--- src/hdl/lsu_pkg.sv ---
package lsu_pkg;

    // Meaningful widths
    typedef logic [31:0] addr_t;
    typedef logic [31:0] word_t;
    typedef logic [3:0]  bmask_t;

    // Access size in RV32 funct3 encoding
    typedef logic [2:0] size_t;

    localparam size_t SIZE_B  = 3'b000;
    localparam size_t SIZE_H  = 3'b001;
    localparam size_t SIZE_W  = 3'b010;
    localparam size_t SIZE_BU = 3'b100;
    localparam size_t SIZE_HU = 3'b101;

    typedef struct packed {
        logic  write;
        size_t size;
        addr_t addr;
        word_t wdata;
    } lsu_req_t;

    // Word-wide request on the memory port
    typedef struct packed {
        addr_t  addr;
        logic   write;
        logic   uncached;
        word_t  wdata;
        bmask_t mask;
    } mem_req_t;

    typedef enum logic [1:0] {
        IDLE,
        REQUEST,
        WAIT_DATA
    } port_state_t;

    localparam int RAM_WORDS  = 256;
    localparam int IO_WORDS   = 4;
    localparam int IO_WAIT    = 2;
    localparam int RAM_IDX_W  = $clog2(RAM_WORDS);
    localparam int IO_IDX_W   = $clog2(IO_WORDS);
    localparam int WAIT_CNT_W = $clog2(IO_WAIT + 1);

    // Cacheable window after reset, 1 KB at address zero
    localparam addr_t REGION_BASE_RST = 32'h0000_0000;
    localparam addr_t REGION_MASK_RST = 32'h0000_03FF;

endpackage
--- src/hdl/lsu_region_cfg.sv ---
`timescale 1ns/1ps

module lsu_region_cfg (
    input  logic           clk_i,
    input  logic           rstn_i,
    input  logic           cfg_we_i,
    input  logic           cfg_sel_i,
    input  lsu_pkg::addr_t cfg_wdata_i,
    input  lsu_pkg::addr_t addr_i,
    output logic           uncached_o
);

    import lsu_pkg::*;

    addr_t base_r;
    addr_t mask_r;

    // Select 0 writes the base, 1 the mask
    always_ff @(posedge clk_i) begin
        if (!rstn_i) begin
            base_r <= REGION_BASE_RST;
            mask_r <= REGION_MASK_RST;
        end else if (cfg_we_i) begin
            if (cfg_sel_i) begin
                mask_r <= cfg_wdata_i;
            end else begin
                base_r <= cfg_wdata_i;
            end
        end
    end

    // Outside the cacheable window
    assign uncached_o = (addr_i & ~mask_r) != base_r;

endmodule

--- config.mk ---
export PLATFORM = sky130hd
export DESIGN_NAME = lsu_region_cfg
export DESIGN_NICKNAME = d
export VERILOG_FILES = /design/src/hdl/lsu_pkg.sv /design/src/hdl/lsu_region_cfg.sv
export SDC_FILE = /design/constraint.sdc
export NUM_CORES = 1
export LEC_CHECK = 0
export BUFFER_PORTS_ARGS = -buffer_cell sky130_fd_sc_hd__buf_2
export CAP_MARGIN = 5
export CORE_ASPECT_RATIO = 1.75
export CORE_UTILIZATION = 30
export CTS_BUF_LIST = sky130_fd_sc_hd__clkbuf_16
export DETAILED_ROUTE_END_ITERATION = 16
export PLACE_DENSITY_LB_ADDON = 0.12
export SLEW_MARGIN = 10
export SYNTH_ARGS = -nofsm -noshare
export SYNTH_HDL_FRONTEND = slang
export SYNTH_SLANG_ARGS = --single-unit
--- constraint.sdc ---
create_clock -name clk_i -period 1.75 [get_ports clk_i]
set_clock_uncertainty 0.05 [all_clocks]
set_input_delay 0.0875 -clock clk_i [delete_from_list [all_inputs] [get_ports clk_i]]
set_output_delay 0.0875 -clock clk_i [all_outputs]
set_load 0.01 [all_outputs]
Yosys cells after proc, flatten, opt, wreduce, memory -nomap -nowiden --
Cells that the tools add are included.
Word-level totals: flip-flop bits (word level) 64, bits in latches 0, memory bits (writable) 0, ROM bits 0, output and inout port bits 1, word-level logic and storage cells 8, memories kept 0
Cells by class: add/sub/neg operators 0, multipliers 0, divide/modulo/power cells 0, $lt $le $gt $ge 0, equal/unequal tests 1, shifts and indexed selects 0, mux-type cells 0, bitwise operators 3, reductions and logical operators 2
Operator list (count):
- 32-bit bitwise AND | 1
- 32-bit != test | 1
- 32-bit NOT | 1
- 2-bit AND reduction | 2
- 1-bit NOT | 1

Logic depth before layout (Yosys ltp) --
word-level depth 3, depth in mapped cells 5, depth with buffers taken out 5

Worst setup path after synthesis --
OpenSTA, ideal clock, no wires.
path type reg2out, from reg mask_r[14], to out uncached_o, arrival time 1014 ps, required time 1612 ps, path slack 598 ps, stages on the path, launching flop included 6, cells stage by stage dfxtp_1 > nor2b_1 > xnor2_1 > nand4_1 > nor4_1 > nand2_1
Between the ends: word-level cells in the longest chain between the ends 3
Ends and longest elaborated chain:
- start, declared | line lsu_region_cfg.sv:16 | addr_t mask_r;
- start signal, assigned | line lsu_region_cfg.sv:25 | mask_r <= cfg_wdata_i;
- 32-bit NOT | line lsu_region_cfg.sv:33 | assign uncached_o = (addr_i & ~mask_r) != base_r;
- 32-bit bitwise AND | line lsu_region_cfg.sv:33
- 32-bit != test | line lsu_region_cfg.sv:33
- end, declared | line lsu_region_cfg.sv:10 | output logic uncached_o
Every way passes these cells.

Worst setup path after layout --
from reg mask_r[3], to out uncached_o
The elaborated chain is that of the path after synthesis.

==> key figures <==
Run status
  • Status: finished with violations
  • Violated checks: negative setup slack

Routing
  • Antenna-violating nets left: 0
  • Number of design rule violations left after detail routing: 0
  • Initial DRC Count: 103
  • Average wire per cell in the routed design: 13.1 um
  • DR vias: 2550
  • DRT Pass-1 Iters: 4
  • Via count normalized by instance count: 4.38
  • Aggregate routed wire length: 7640 um

CTS
  • Clock tree from TritonCTS: done
  • Clock net sink count: 64
  • Skew-Pair Late Insertion Delay: 320 ps
  • Clk slew on worst S/H paths: 50 ps
  • Root Driver: sky130_fd_sc_hd__clkbuf_16
  • Number of buffers added by the clock tree synthesis step: 9
  • Number of buffers inserted to repair setup after CTS: 0
  • Longest Clk Path Bufs: 2
  • H-Tree Level Count: 3

Timing
  • Unrepaired setup endpoints after global routing: true
  • Measured slew at the worst slew-check pin: 297 ps
  • Worst hold slack after final layout: 128 ps
  • Time the worst path needs with I/O delays and setup: 1780 ps
  • Worst-case setup margin in the final layout: -29.0 ps
  • Fmax: 0.562 GHz
  • Setup TNS: -29.0 ps
  • Post-route clock period utilization: 1.02
  • Setup violation total in the final timing report: 1
  • Final number of hold-violating endpoints: 0
  • Pins over their slew limit: 0
  • Slew Limit Headroom: 0.802

Synthesis
  • Most common flop cell mapped by yosys: sky130_fd_sc_hd__dfxtp_1
  • Number of cells produced by synthesis: 356
  • Synthesized Nets: 424
  • Biggest area contributors in the synthesized netlist: sky130_fd_sc_hd__dfxtp_1, sky130_fd_sc_hd__nand2_1, sky130_fd_sc_hd__xnor2_1
  • Avg Synthesized Cell Area: 8.20 um2
  • Async set-reset flop share out of synthesis: 0
  • Distinct cell type count of the synthesized netlist: 16
  • Count of flip-flops with a built-in enable after synthesis: 0
  • Top cell type's share of synthesized area: 0.439
  • Proportion of synthesized chip area in sequential cells: 0.439
  • Number of warnings reported in the yosys synthesis log: 0
  • Most used standard cells in the synthesized netlist: sky130_fd_sc_hd__nand2_1, sky130_fd_sc_hd__dfxtp_1, sky130_fd_sc_hd__nor2b_1
  • Flops & latches, synth: 64
  • Largest area contributor in the synthesized netlist: sky130_fd_sc_hd__dfxtp_1
  • Library cell with the highest instance count after synthesis: sky130_fd_sc_hd__nand2_1
  • Synthesized cell area: 2920 um2

Setup path
  • Family with the most delay on the worst path: simple AND/OR/NAND/NOR gates
  • Worst-path cell with the longest stage delay: sky130_fd_sc_hd__nor4_4
  • CP peak stage delay: 330 ps
  • Worst EP arrival: 1640 ps
  • Setup CP Type: reg -> out
  • Count of buffering cells on the critical path with inverters included: 1
  • List of cells traversed by the critical path: nor2b_2 -> xnor2_1 -> nand4_1 -> nor4_4 -> nand2_1 -> buf_2
  • Launching element type of the critical path: register
  • Endpoint type of the worst setup path: primary output
  • Worst-path fanout max: 2
  • Data required time of the worst path: 1610 ps

Finish
  • Area growth from synthesis to layout: 39.8%
  • Final-stage net count: 523
  • Diodes inserted: 0
  • Fillers: 1005
  • Layout cells sized above 1: 0.239
  • Layout Cell Area excl Fill: 4080 um2

Placement
  • Port Buffers: 68
  • Final weighted congestion of routability-driven global placement: 0.724
  • Cell Area, Placed: 3360 um2
  • Post-placement worst setup slack: 91.9 ps
  • Dpl hpwl: 5350 um

Global route
  • Wire length of the first global-routing pass: 12800 um
  • Largest net degree at the start of global routing: 65
  • Vias in the first global route: 2631
  • Global-route total usage across every layer: 0.164
  • Initial antenna violation count: 0
  • Remaining global-route overflow: 0

Die
  • Num rows: 47
  • Die width: 76.6 um
  • Die Footprint: 10100 um2
  • IO Count: 69
  • Die height: 133 um
  • Placeable core area: 9470 um2
  • Starting density of the core: 0.308

Hold path
  • Hold WC Path Type: in -> reg

Power and ir drop
  • Sequential fraction of design power: 0.387
  • Combinational fraction of design power: 0.118
  • Share of total power consumed by net switching: 0.221
  • Psw: 0.900 mW
  • Relative contribution of the clock network to total power: 0.495
  • Internal portion of total power: 3.17 mW
  • Worst vdd ir: 0.678 mV
  • Standby leakage power: 1.61 nW
  • Power density over the cells: 996 nW/um2

Flow run
  • Count of max-cap constraint violations: 0
flip-flops by register name (all words and copies together), names as in the netlist:
signal	flops
base_r	32
mask_r	32
tightest hold or removal path, cell delays in order:
cell                      delay, ps
sky130_fd_sc_hd__buf_2          110
sky130_fd_sc_hd__buf_12         180
sky130_fd_sc_hd__nand3_1         80
repair_timing:
| action | CTS | global route |
|---|---|---|
| endpoints found under the setup margin | 1 | 1 |
| endpoints found under the hold margin | 64 | 0 |
| pin swaps | 8 | 7 |
| resized for setup | 8 | 12 |
| hold buffers | 32 | 0 |
cells by family (layout without fill, tap and decap cells):
logic type,count (synthesis),after routing,synth area share
flops,64,64,0.439
buf+inv,21,125,0.0458
xor+xnor,32,32,0.0960
simple gates,185,185,0.281
compound gates,54,54,0.139
routing by layer:
| layer | routed length (um) | global-route usage |
|---|---|---|
| met3 | 253 | 0.0379 |
| met1 | 3240 | 0.186 |
| met4 | 91 | 0.0609 |
| met5 | 0 | 0 |
| met2 | 4050 | 0.296 |
per-stage QoR:
stage	utilization	power [mW]	cells
after floorplan	-	1.86	356
after global placement	0.355	2.02	534
after detailed placement	0.355	2.02	534
after CTS	0.427	4.13	582
after global routing	0.431	4.26	582
final	0.431	4.07	582
path summary, 6_finish.rpt:
path	start	endpoint	slack, ps	cells past startpoint
worst max-delay path	mask_r[3]	uncached_o	-30	6
worst min-delay path	rstn_i	mask_r[4]	130	3
worst max register to register	mask_r[29]	mask_r[29]	1050	2
worst min register to register	mask_r[11]	mask_r[11]	400	2
cells in the final DEF (no fill, tap or decap), drive strengths merged:
cell and n:
nor2b 33, dlygate4sd3 32, nand4 8, nand3 10
nand2 130, xnor2 32, and2 1, buf 77
nand2b 1, clkinv 3, clkinvlp 1, clkbuf 9
a21boi 54, bufinv 3, nor4 2, dfxtp 64
final cells by class:
type | instances | area [um2] | share of cell area
Clock inverter | 7 | 110 | 0.0270
Clock buffer | 9 | 225 | 0.0552
Tap cell | 122 | 153 | 0.0374
Multi-Input combinational cell | 271 | 1560 | 0.383
Timing Repair Buffer | 109 | 741 | 0.181
Sequential cell | 64 | 1290 | 0.316
power by group through the flow:
stage	clock network, mW	logic, mW	registers [mW]
floorplan	0	0.267	1.59
global placement	0	0.421	1.60
detailed placement	0	0.421	1.60
CTS	2.07	0.485	1.57
global route	2.14	0.540	1.58
finish	2.01	0.479	1.57
No activity file was read; power rests on OpenSTA's default activity.
