File: src/hdl/lsu_pkg.sv
package lsu_pkg;

    // Meaningful widths
    typedef logic [31:0] addr_t;
    typedef logic [31:0] word_t;
    typedef logic [3:0]  bmask_t;

    // Access size in RV32 funct3 encoding
    typedef logic [2:0] size_t;

    localparam size_t SIZE_B  = 3'b000;
    localparam size_t SIZE_H  = 3'b001;
    localparam size_t SIZE_W  = 3'b010;
    localparam size_t SIZE_BU = 3'b100;
    localparam size_t SIZE_HU = 3'b101;

    typedef struct packed {
        logic  write;
        size_t size;
        addr_t addr;
        word_t wdata;
    } lsu_req_t;

    // Word-wide request on the memory port
    typedef struct packed {
        addr_t  addr;
        logic   write;
        logic   uncached;
        word_t  wdata;
        bmask_t mask;
    } mem_req_t;

    typedef enum logic [1:0] {
        IDLE,
        REQUEST,
        WAIT_DATA
    } port_state_t;

    localparam int RAM_WORDS  = 256;
    localparam int IO_WORDS   = 4;
    localparam int IO_WAIT    = 2;
    localparam int RAM_IDX_W  = $clog2(RAM_WORDS);
    localparam int IO_IDX_W   = $clog2(IO_WORDS);
    localparam int WAIT_CNT_W = $clog2(IO_WAIT + 1);

    // Cacheable window after reset, 1 KB at address zero
    localparam addr_t REGION_BASE_RST = 32'h0000_0000;
    localparam addr_t REGION_MASK_RST = 32'h0000_03FF;

endpackage
File: src/hdl/lsu_port_fsm.sv
`timescale 1ns/1ps

module lsu_port_fsm (
    input  logic               clk_i,
    input  logic               rstn_i,
    input  logic               req_valid_i,
    input  lsu_pkg::lsu_req_t  req_i,
    input  logic               uncached_i,
    input  logic               port_ready_i,
    input  lsu_pkg::word_t     port_rdata_i,
    input  logic               port_rvalid_i,
    output logic               ready_o,
    output logic               resp_valid_o,
    output lsu_pkg::word_t     resp_data_o,
    output lsu_pkg::mem_req_t  port_req_o,
    output logic               port_valid_o,
    output logic               port_rready_o
);

    import lsu_pkg::*;

    port_state_t state_r;
    port_state_t state_ns;

    mem_req_t    port_req_r;
    mem_req_t    port_req_ns;
    logic        port_valid_r;
    logic        port_valid_ns;
    logic        port_rready_r;
    logic        port_rready_ns;

    // Kept for formatting the returned word
    size_t       ld_size_r;
    size_t       ld_size_ns;
    logic [1:0]  ld_offset_r;
    logic [1:0]  ld_offset_ns;

    word_t       st_data;
    bmask_t      st_mask;
    word_t       ld_data;

    lsu_align u_align (
        .st_data_i   (req_i.wdata),
        .st_size_i   (req_i.size),
        .st_offset_i (req_i.addr[1:0]),
        .ld_word_i   (port_rdata_i),
        .ld_size_i   (ld_size_r),
        .ld_offset_i (ld_offset_r),
        .st_data_o   (st_data),
        .st_mask_o   (st_mask),
        .ld_data_o   (ld_data)
    );

    always_comb begin
        state_ns       = state_r;
        port_req_ns    = port_req_r;
        port_valid_ns  = port_valid_r;
        port_rready_ns = port_rready_r;
        ld_size_ns     = ld_size_r;
        ld_offset_ns   = ld_offset_r;
        resp_valid_o   = 1'b0;
        resp_data_o    = '0;

        case (state_r)
            IDLE: begin
                if (req_valid_i) begin
                    port_req_ns.addr     = {req_i.addr[31:2], 2'b00};
                    port_req_ns.write    = req_i.write;
                    port_req_ns.uncached = uncached_i;
                    port_req_ns.wdata    = st_data;
                    port_req_ns.mask     = st_mask;
                    ld_size_ns           = req_i.size;
                    ld_offset_ns         = req_i.addr[1:0];
                    port_valid_ns        = 1'b1;
                    state_ns             = REQUEST;
                end
            end
            REQUEST: begin
                if (port_valid_r && port_ready_i) begin
                    port_valid_ns = 1'b0;
                    if (port_req_r.write) begin
                        // Store is done once the port takes it
                        resp_valid_o = 1'b1;
                        state_ns     = IDLE;
                    end else begin
                        port_rready_ns = 1'b1;
                        state_ns       = WAIT_DATA;
                    end
                end
            end
            WAIT_DATA: begin
                if (port_rvalid_i && port_rready_r) begin
                    port_rready_ns = 1'b0;
                    resp_valid_o   = 1'b1;
                    resp_data_o    = ld_data;
                    state_ns       = IDLE;
                end
            end
            default: begin
                state_ns = IDLE;
            end
        endcase
    end

    always_ff @(posedge clk_i) begin
        if (!rstn_i) begin
            state_r       <= IDLE;
            port_valid_r  <= 1'b0;
            port_rready_r <= 1'b0;
        end else begin
            state_r       <= state_ns;
            port_valid_r  <= port_valid_ns;
            port_rready_r <= port_rready_ns;
        end
    end

    always_ff @(posedge clk_i) begin
        port_req_r  <= port_req_ns;
        ld_size_r   <= ld_size_ns;
        ld_offset_r <= ld_offset_ns;
    end

    assign ready_o       = state_r == IDLE;
    assign port_req_o    = port_req_r;
    assign port_valid_o  = port_valid_r;
    assign port_rready_o = port_rready_r;

endmodule

File: src/hdl/lsu_align.sv
`timescale 1ns/1ps

module lsu_align (
    input  lsu_pkg::word_t  st_data_i,
    input  lsu_pkg::size_t  st_size_i,
    input  logic [1:0]      st_offset_i,
    input  lsu_pkg::word_t  ld_word_i,
    input  lsu_pkg::size_t  ld_size_i,
    input  logic [1:0]      ld_offset_i,
    output lsu_pkg::word_t  st_data_o,
    output lsu_pkg::bmask_t st_mask_o,
    output lsu_pkg::word_t  ld_data_o
);

    import lsu_pkg::*;

    word_t ld_shift;

    // Store lanes, the byte or halfword is copied into every lane
    always_comb begin
        case (st_size_i)
            SIZE_B: begin
                st_data_o = {4{st_data_i[7:0]}};
                st_mask_o = 4'b0001 << st_offset_i;
            end
            SIZE_H: begin
                st_data_o = {2{st_data_i[15:0]}};
                st_mask_o = st_offset_i[1] ? 4'b1100 : 4'b0011;
            end
            default: begin
                st_data_o = st_data_i;
                st_mask_o = 4'b1111;
            end
        endcase
    end

    // Addressed byte moved down to lane 0
    assign ld_shift = ld_word_i >> {ld_offset_i, 3'b000};

    always_comb begin
        case (ld_size_i)
            SIZE_B: begin
                ld_data_o = {{24{ld_shift[7]}}, ld_shift[7:0]};
            end
            SIZE_BU: begin
                ld_data_o = {24'h00_0000, ld_shift[7:0]};
            end
            SIZE_H: begin
                ld_data_o = {{16{ld_shift[15]}}, ld_shift[15:0]};
            end
            SIZE_HU: begin
                ld_data_o = {16'h0000, ld_shift[15:0]};
            end
            default: begin
                ld_data_o = ld_word_i;
            end
        endcase
    end

endmodule

File: config.mk
export PLATFORM = sky130hd
export DESIGN_NAME = lsu_port_fsm
export DESIGN_NICKNAME = d
export VERILOG_FILES = /design/src/hdl/lsu_pkg.sv /design/src/hdl/lsu_port_fsm.sv /design/src/hdl/lsu_align.sv
export SDC_FILE = /design/constraint.sdc
export NUM_CORES = 1
export LEC_CHECK = 0
export BUFFER_PORTS_ARGS = -buffer_cell sky130_fd_sc_hd__clkbuf_2
export CORE_UTILIZATION = 49
export CTS_BUF_LIST = sky130_fd_sc_hd__clkbuf_16
export DETAILED_ROUTE_END_ITERATION = 10
export PLACE_DENSITY = 0.88
export SETUP_SLACK_MARGIN = 0.02
export SLEW_MARGIN = 20
export SYNTH_ARGS = -nofsm -noshare
export SYNTH_HDL_FRONTEND = slang
export SYNTH_HIERARCHICAL = 1
export SYNTH_SLANG_ARGS = --single-unit
File: constraint.sdc
create_clock -name clk_i -period 4.6 [get_ports clk_i]
set_input_delay 1.15 -clock clk_i [delete_from_list [all_inputs] [get_ports clk_i]]
set_output_delay 1.15 -clock clk_i [all_outputs]
set_load 0.02 [all_outputs]
======== Word-level counts from Yosys, hierarchy flattened ========
Cells that the tools add are included.
word-level totals
  register bits ........................... 77
  bits of input ports ..................... 106
  output and inout bits ................... 106
  word-level logic and storage cells ...... 55
cells by class
  equal/unequal tests ..................... 10
  shifts and indexed selects .............. 2
  multiplexer cells ....................... 22
  reduce and logical (&&, ||, !) cells .... 11
operators by type and width
  cell                                              count
  one-hot mux 32 bit (4 select lines)               1
  two-way mux 32 bit                                2
  one-hot mux 32 bit (2 select lines)               1
  >> shifter 32 x 5 -> 16 bit                       1
  two-way mux 1 bit                                 8
  two-way mux 2 bit                                 4
  != test 2 bit (second input constant)             4
  one-hot mux 4 bit (2 select lines)                1
  == test 3 x 1 -> 1 bit (second input constant)    2
  == test 3 bit (second input constant)             2
  zero test 3 bit                                   2
  one-hot mux 1 bit (2 select lines)                3
  one-hot mux 2 bit (3 select lines)                1
  AND reduction 3 bit                               2
  two-way mux 4 bit                                 1
  AND reduction 4 bit                               1
  nonzero test 2 bit                                2
  left shift 1 x 2 -> 4 bit (first input constant)  1
  == test 2 x 1 -> 1 bit (second input constant)    1
  == test 2 bit (second input constant)             1
  logical AND 1 bit                                 2
  zero test 2 bit                                   1
  AND reduction 2 bit                               1

======== Depth between registers and ports, before layout ========
  depth in word-level cells ............... 4
  mapped depth ............................ 7
  gate-level depth less buffers ........... 5

======== Cells and area by module ========
The synthesis kept the hierarchy.
modules (own cells, without submodules)
  module        times used  cells each  area each (µm²)  sequential area each (µm²)
  lsu_port_fsm  1           144         2767.7           2272.2
  lsu_align     1           175         1201.2           0.0

======== Least setup slack after synthesis ========
Ideal clock, no wire load.
  kind .................................... input port to output port
  from .................................... in port_rdata_i[23]
  to ...................................... out resp_data_o[18]
  arrival ................................. 2.350 ns
  required time ........................... 3.450 ns
  setup slack ............................. 1.100 ns
  stages .................................. 6
  path buffers ............................ 1
  cell sequence ........................... nand2b_1 -> a311o_1 -> a221oi_4 -> buf_6 -> a21o_2 -> and2_1
on the way
  longest elaborated chain between the ends .. 4
ends and longest elaborated chain
  item                                 RTL line            source
  from (decl)                          lsu_port_fsm.sv:10  input lsu_pkg::word_t port_rdata_i,
  >> shifter 32 x 5 -> 16 bit          lsu_align.sv:38     assign ld_shift = ld_word_i >> {ld_offset_i, 3'b000};
  one-hot mux 32 bit (4 select lines)  lsu_align.sv:41     case (ld_size_i)
  named net ld_data[18]                lsu_port_fsm.sv:40  word_t ld_data;
  two-way mux 32 bit                   lsu_port_fsm.sv:92  if (port_rvalid_i && port_rready_r) begin
  two-way mux 32 bit                   lsu_port_fsm.sv:64  case (state_r)
  to (decl)                            lsu_port_fsm.sv:14  output lsu_pkg::word_t resp_data_o,
The timed path passes the listed nets, and every way through them passes these cells.

======== Worst setup path after layout ========
  from .................................... in port_rdata_i[23]
  to ...................................... out resp_data_o[23]
on the way
  longest elaborated chain between the ends .. 4
ends and longest elaborated chain
  item                                     RTL line
  >> shifter 32 x 5 -> 16 bit              lsu_align.sv:38
  one-hot mux 32 bit (4 select lines) (*)  lsu_align.sv:41
  named net ld_data[23]                    lsu_port_fsm.sv:40
  two-way mux 32 bit (*)                   lsu_port_fsm.sv:92
  two-way mux 32 bit (*)                   lsu_port_fsm.sv:64
Mark *: on every way through the listed nets, which the timed path passes. The rest lies on a longest branch.

==> impl_metrics.csv <==
group,metric,value,unit
yosys,ys_types,45,
critical_path,cp_common_cell,"clkbuf_2",
sta,setup_viol,0,
clock_network,post-cts-setup-buffers,0,
critical_path,crit_fanout,16,
power_and_ir_drop,max-vdd-ir-drop,0.3332,mV
critical_path,start_kind,"input port",
run,cap_violations,0,
clock_network,cts_buffers,9,
detailed_routing,vias_per_cell,5.266,
place,postPlaceCellArea,5007,um^2
yosys,synth-seq-cells,77,
place,dp_hpwl,8155,um
detailed_routing,route.detailed.drc,0,
sta,final-hold-violation-count,0,
critical_path,critPathSlowestCell,"a221oi_4",
clock_network,root_buffer,"clkbuf_16",
finish,fin_nets,627,
finish,final_area,5328,um^2
finish,antenna_cells,0,
detailed_routing,ant_nets,0,
clock_network,clock_sinks,77,
global_routing,grt_pass1_wl,16210,um
clock_network,holdBufCountCts,0,
clock_network,insertion_delay,0.32,ns
finish,drive_above_1_share,0.5048,
critical_path,end_kind,"primary output",
detailed_routing,first_pass_iters,4,
global_routing,grt_usage,0.2516,
sta,worst_pin_slew,0.7889,ns
sta,hold_ws,0.5036,ns
yosys,synth_ff_type,"edfxtp_1",
yosys,syn-cell-area,3969,um^2
power_and_ir_drop,p_leak,2.486,nW
floorplan,fp.dieW,92.00,um
status,outcome,"finished, final reports clean",
floorplan,rows,32,
critical_path,cpPeakStageDelay,0.59,ns
critical_path,crit_arrival,2.82,ns
sta,slew_headroom,0.4741,
sta,timing.final.crit_share,0.8625,
clock_network,ctsHtreeMaxLevel,3,
yosys,synth_area_per_cell,12.44,um^2
yosys,synth_edf_count,73,
detailed_routing,detail_route.wl_per_cell,17.30,um
yosys,seq_area_frac_synth,0.5725,
floorplan,die_area,8463,um^2
worst_hold_path,min-delay-path-class,"register to register",
critical_path,criticalPathCategory,"input port to primary output",
sta,rsz0062_at_grt,"false",
floorplan,fp.coreArea,7767,um^2
detailed_routing,wl,10780,um
yosys,netlist_instances,319,
yosys,async_flop_share,0,
global_routing,antenna_found_initial,0,
clock_network,clk_pin_slew,0.05,ns
sta,worst_slack,0.6323,ns
sta,drv_slew,0,
floorplan,ioPinCount,212,
sta,period_needed,3.968,ns
sta,tns,0,ns
floorplan,die_h,92.00,um
detailed_routing,drt-initial-drc-count,138,
global_routing,grt_pass1_vias,3422,
finish,fin_util,0.6859,
global_routing,grt_overflow_total,0,
sta,fmax,0.2520,GHz
sta,finClkSkew,0.005889,ns
global_routing,grt_max_degree,40,
detailed_routing,vias,3281,
critical_path,cp_cell_sequence,"clkbuf_2 -> nand2b_1 -> a311o_1 -> a221oi_4 -> a21o_2 -> and2_1 -> clkbuf_2",
clock_network,cts_tree,"yes",
place,pre_cts_slack,0.6424,ns
critical_path,required,3.45,ns
place,gp_congestion,0.8217,
power_and_ir_drop,powerDensity,380.0,nW/um^2
floorplan,start_util,0.5110,
clock_network,clk_path_buf_depth,2,
clock_network,postCtsResizedCells,0,
finish,area_growth,34.24,%
yosys,yosys_warnings,6,
place,io_buffers,209,
-- logic make-up (layout without fill, tap and decap cells) --
logic type,Yosys count,after routing,share of synthesized area
buffers and inverters,33,234,0.04729
AO/OA/AOI/OAI,72,72,0.1340
AND/OR/NAND/NOR,92,92,0.1261
adder cells (fa/ha/maj),5,5,0.01576
XOR/XNOR,1,1,0.002207
multiplexers,38,38,0.1012
flip-flops,77,77,0.5725
other,1,2,0.0009449
-- Yosys cell counts, types with 2 or more instances --
master    count  area share
a211oi_1      6       0.011
a21o_1        6       0.011
a21o_2       10       0.022
a21oi_1      16       0.020
and2_1       33       0.052
buf_4        13       0.025
buf_6         2      0.0057
clkbuf_1     12       0.011
dfxtp_1       4       0.020
edfxtp_1     73        0.55
ha_1          5       0.016
inv_1         6      0.0057
mux2_2       17       0.048
mux2i_1      21       0.053
nand2_1      19       0.018
nand3b_1      2      0.0038
nor2_1       18       0.017
nor2b_1      10       0.016
nor3_2        2      0.0050
o21ai_0      14       0.018
o31ai_1       6       0.011
-- path summary, 6_finish.rpt --
check	start	endpoint	slack, ns	depth (start not counted)
worst max-delay path	port_rdata_i[23]	resp_data_o[23]	0.63	7
worst min-delay path	state_r[1]	state_r[1]	0.50	2
worst max register to register	state_r[0]	port_req_o[55]	2.53	4
worst min register to register	state_r[1]	state_r[1]	0.50	2
-- power breakdown --
group          switching [mW]  total (mW)  internal [mW]
registers              0.0362       0.891          0.855
clock network           0.262       0.734          0.473
logic                   0.247       0.399          0.151
-- per-stage QoR --
step           power (mW)  std cells
2_1_floorplan       1.156        320
3_3_place_gp        1.283        607
3_5_place_dp        1.301        607
4_1_cts             2.035        623
5_1_grt             2.095        623
6_report            2.024        623
-- layer usage --
layer | GRT usage | wire length [um]
met1 | 0.2386 | 3772
met2 | 0.4726 | 5654
met3 | 0.1028 | 1055
met4 | 0.1042 | 297
met5 | 0 | 0
-- cells in the final DEF (no fill, tap or decap), drive strengths merged, types with 2 or more instances in the layout --
master,instances
a211oi,7
a21boi,3
a21o,16
a21oi,16
and2,33
buf,3
bufinv,2
clkbuf,218
clkinv,3
conb,2
dfxtp,4
edfxtp,73
ha,5
inv,8
mux2,17
mux2i,21
nand2,19
nand3b,2
nor2,18
nor2b,10
nor3,3
o21ai,15
o31ai,7
-- sequential cells by signal (all words and copies together) (netlist names) --
register       flops
port_req_o        68
ld_offset_r        2
port_rready_o      1
ld_size_r          3
port_valid_o       1
state_r            2
-- area by class of cell --
cell class | instances | area [um^2]
fillers | 579 | 2440
flip-flops and latches | 77 | 2272
multi-input cells | 210 | 1521
repair buffers | 212 | 1069
clock buffers | 9 | 225.2
well taps | 102 | 127.6
clock inverters | 7 | 90.09
inverters | 6 | 22.52
-- critical path: cells and delay by family --
family / cells / cell delay, ns
AOI/OAI and AO/OA: 3 / 1.16
buffers and inverters: 2 / 0.30
and+or+nand+nor: 2 / 0.21
(Power assumes the default switching activity.)
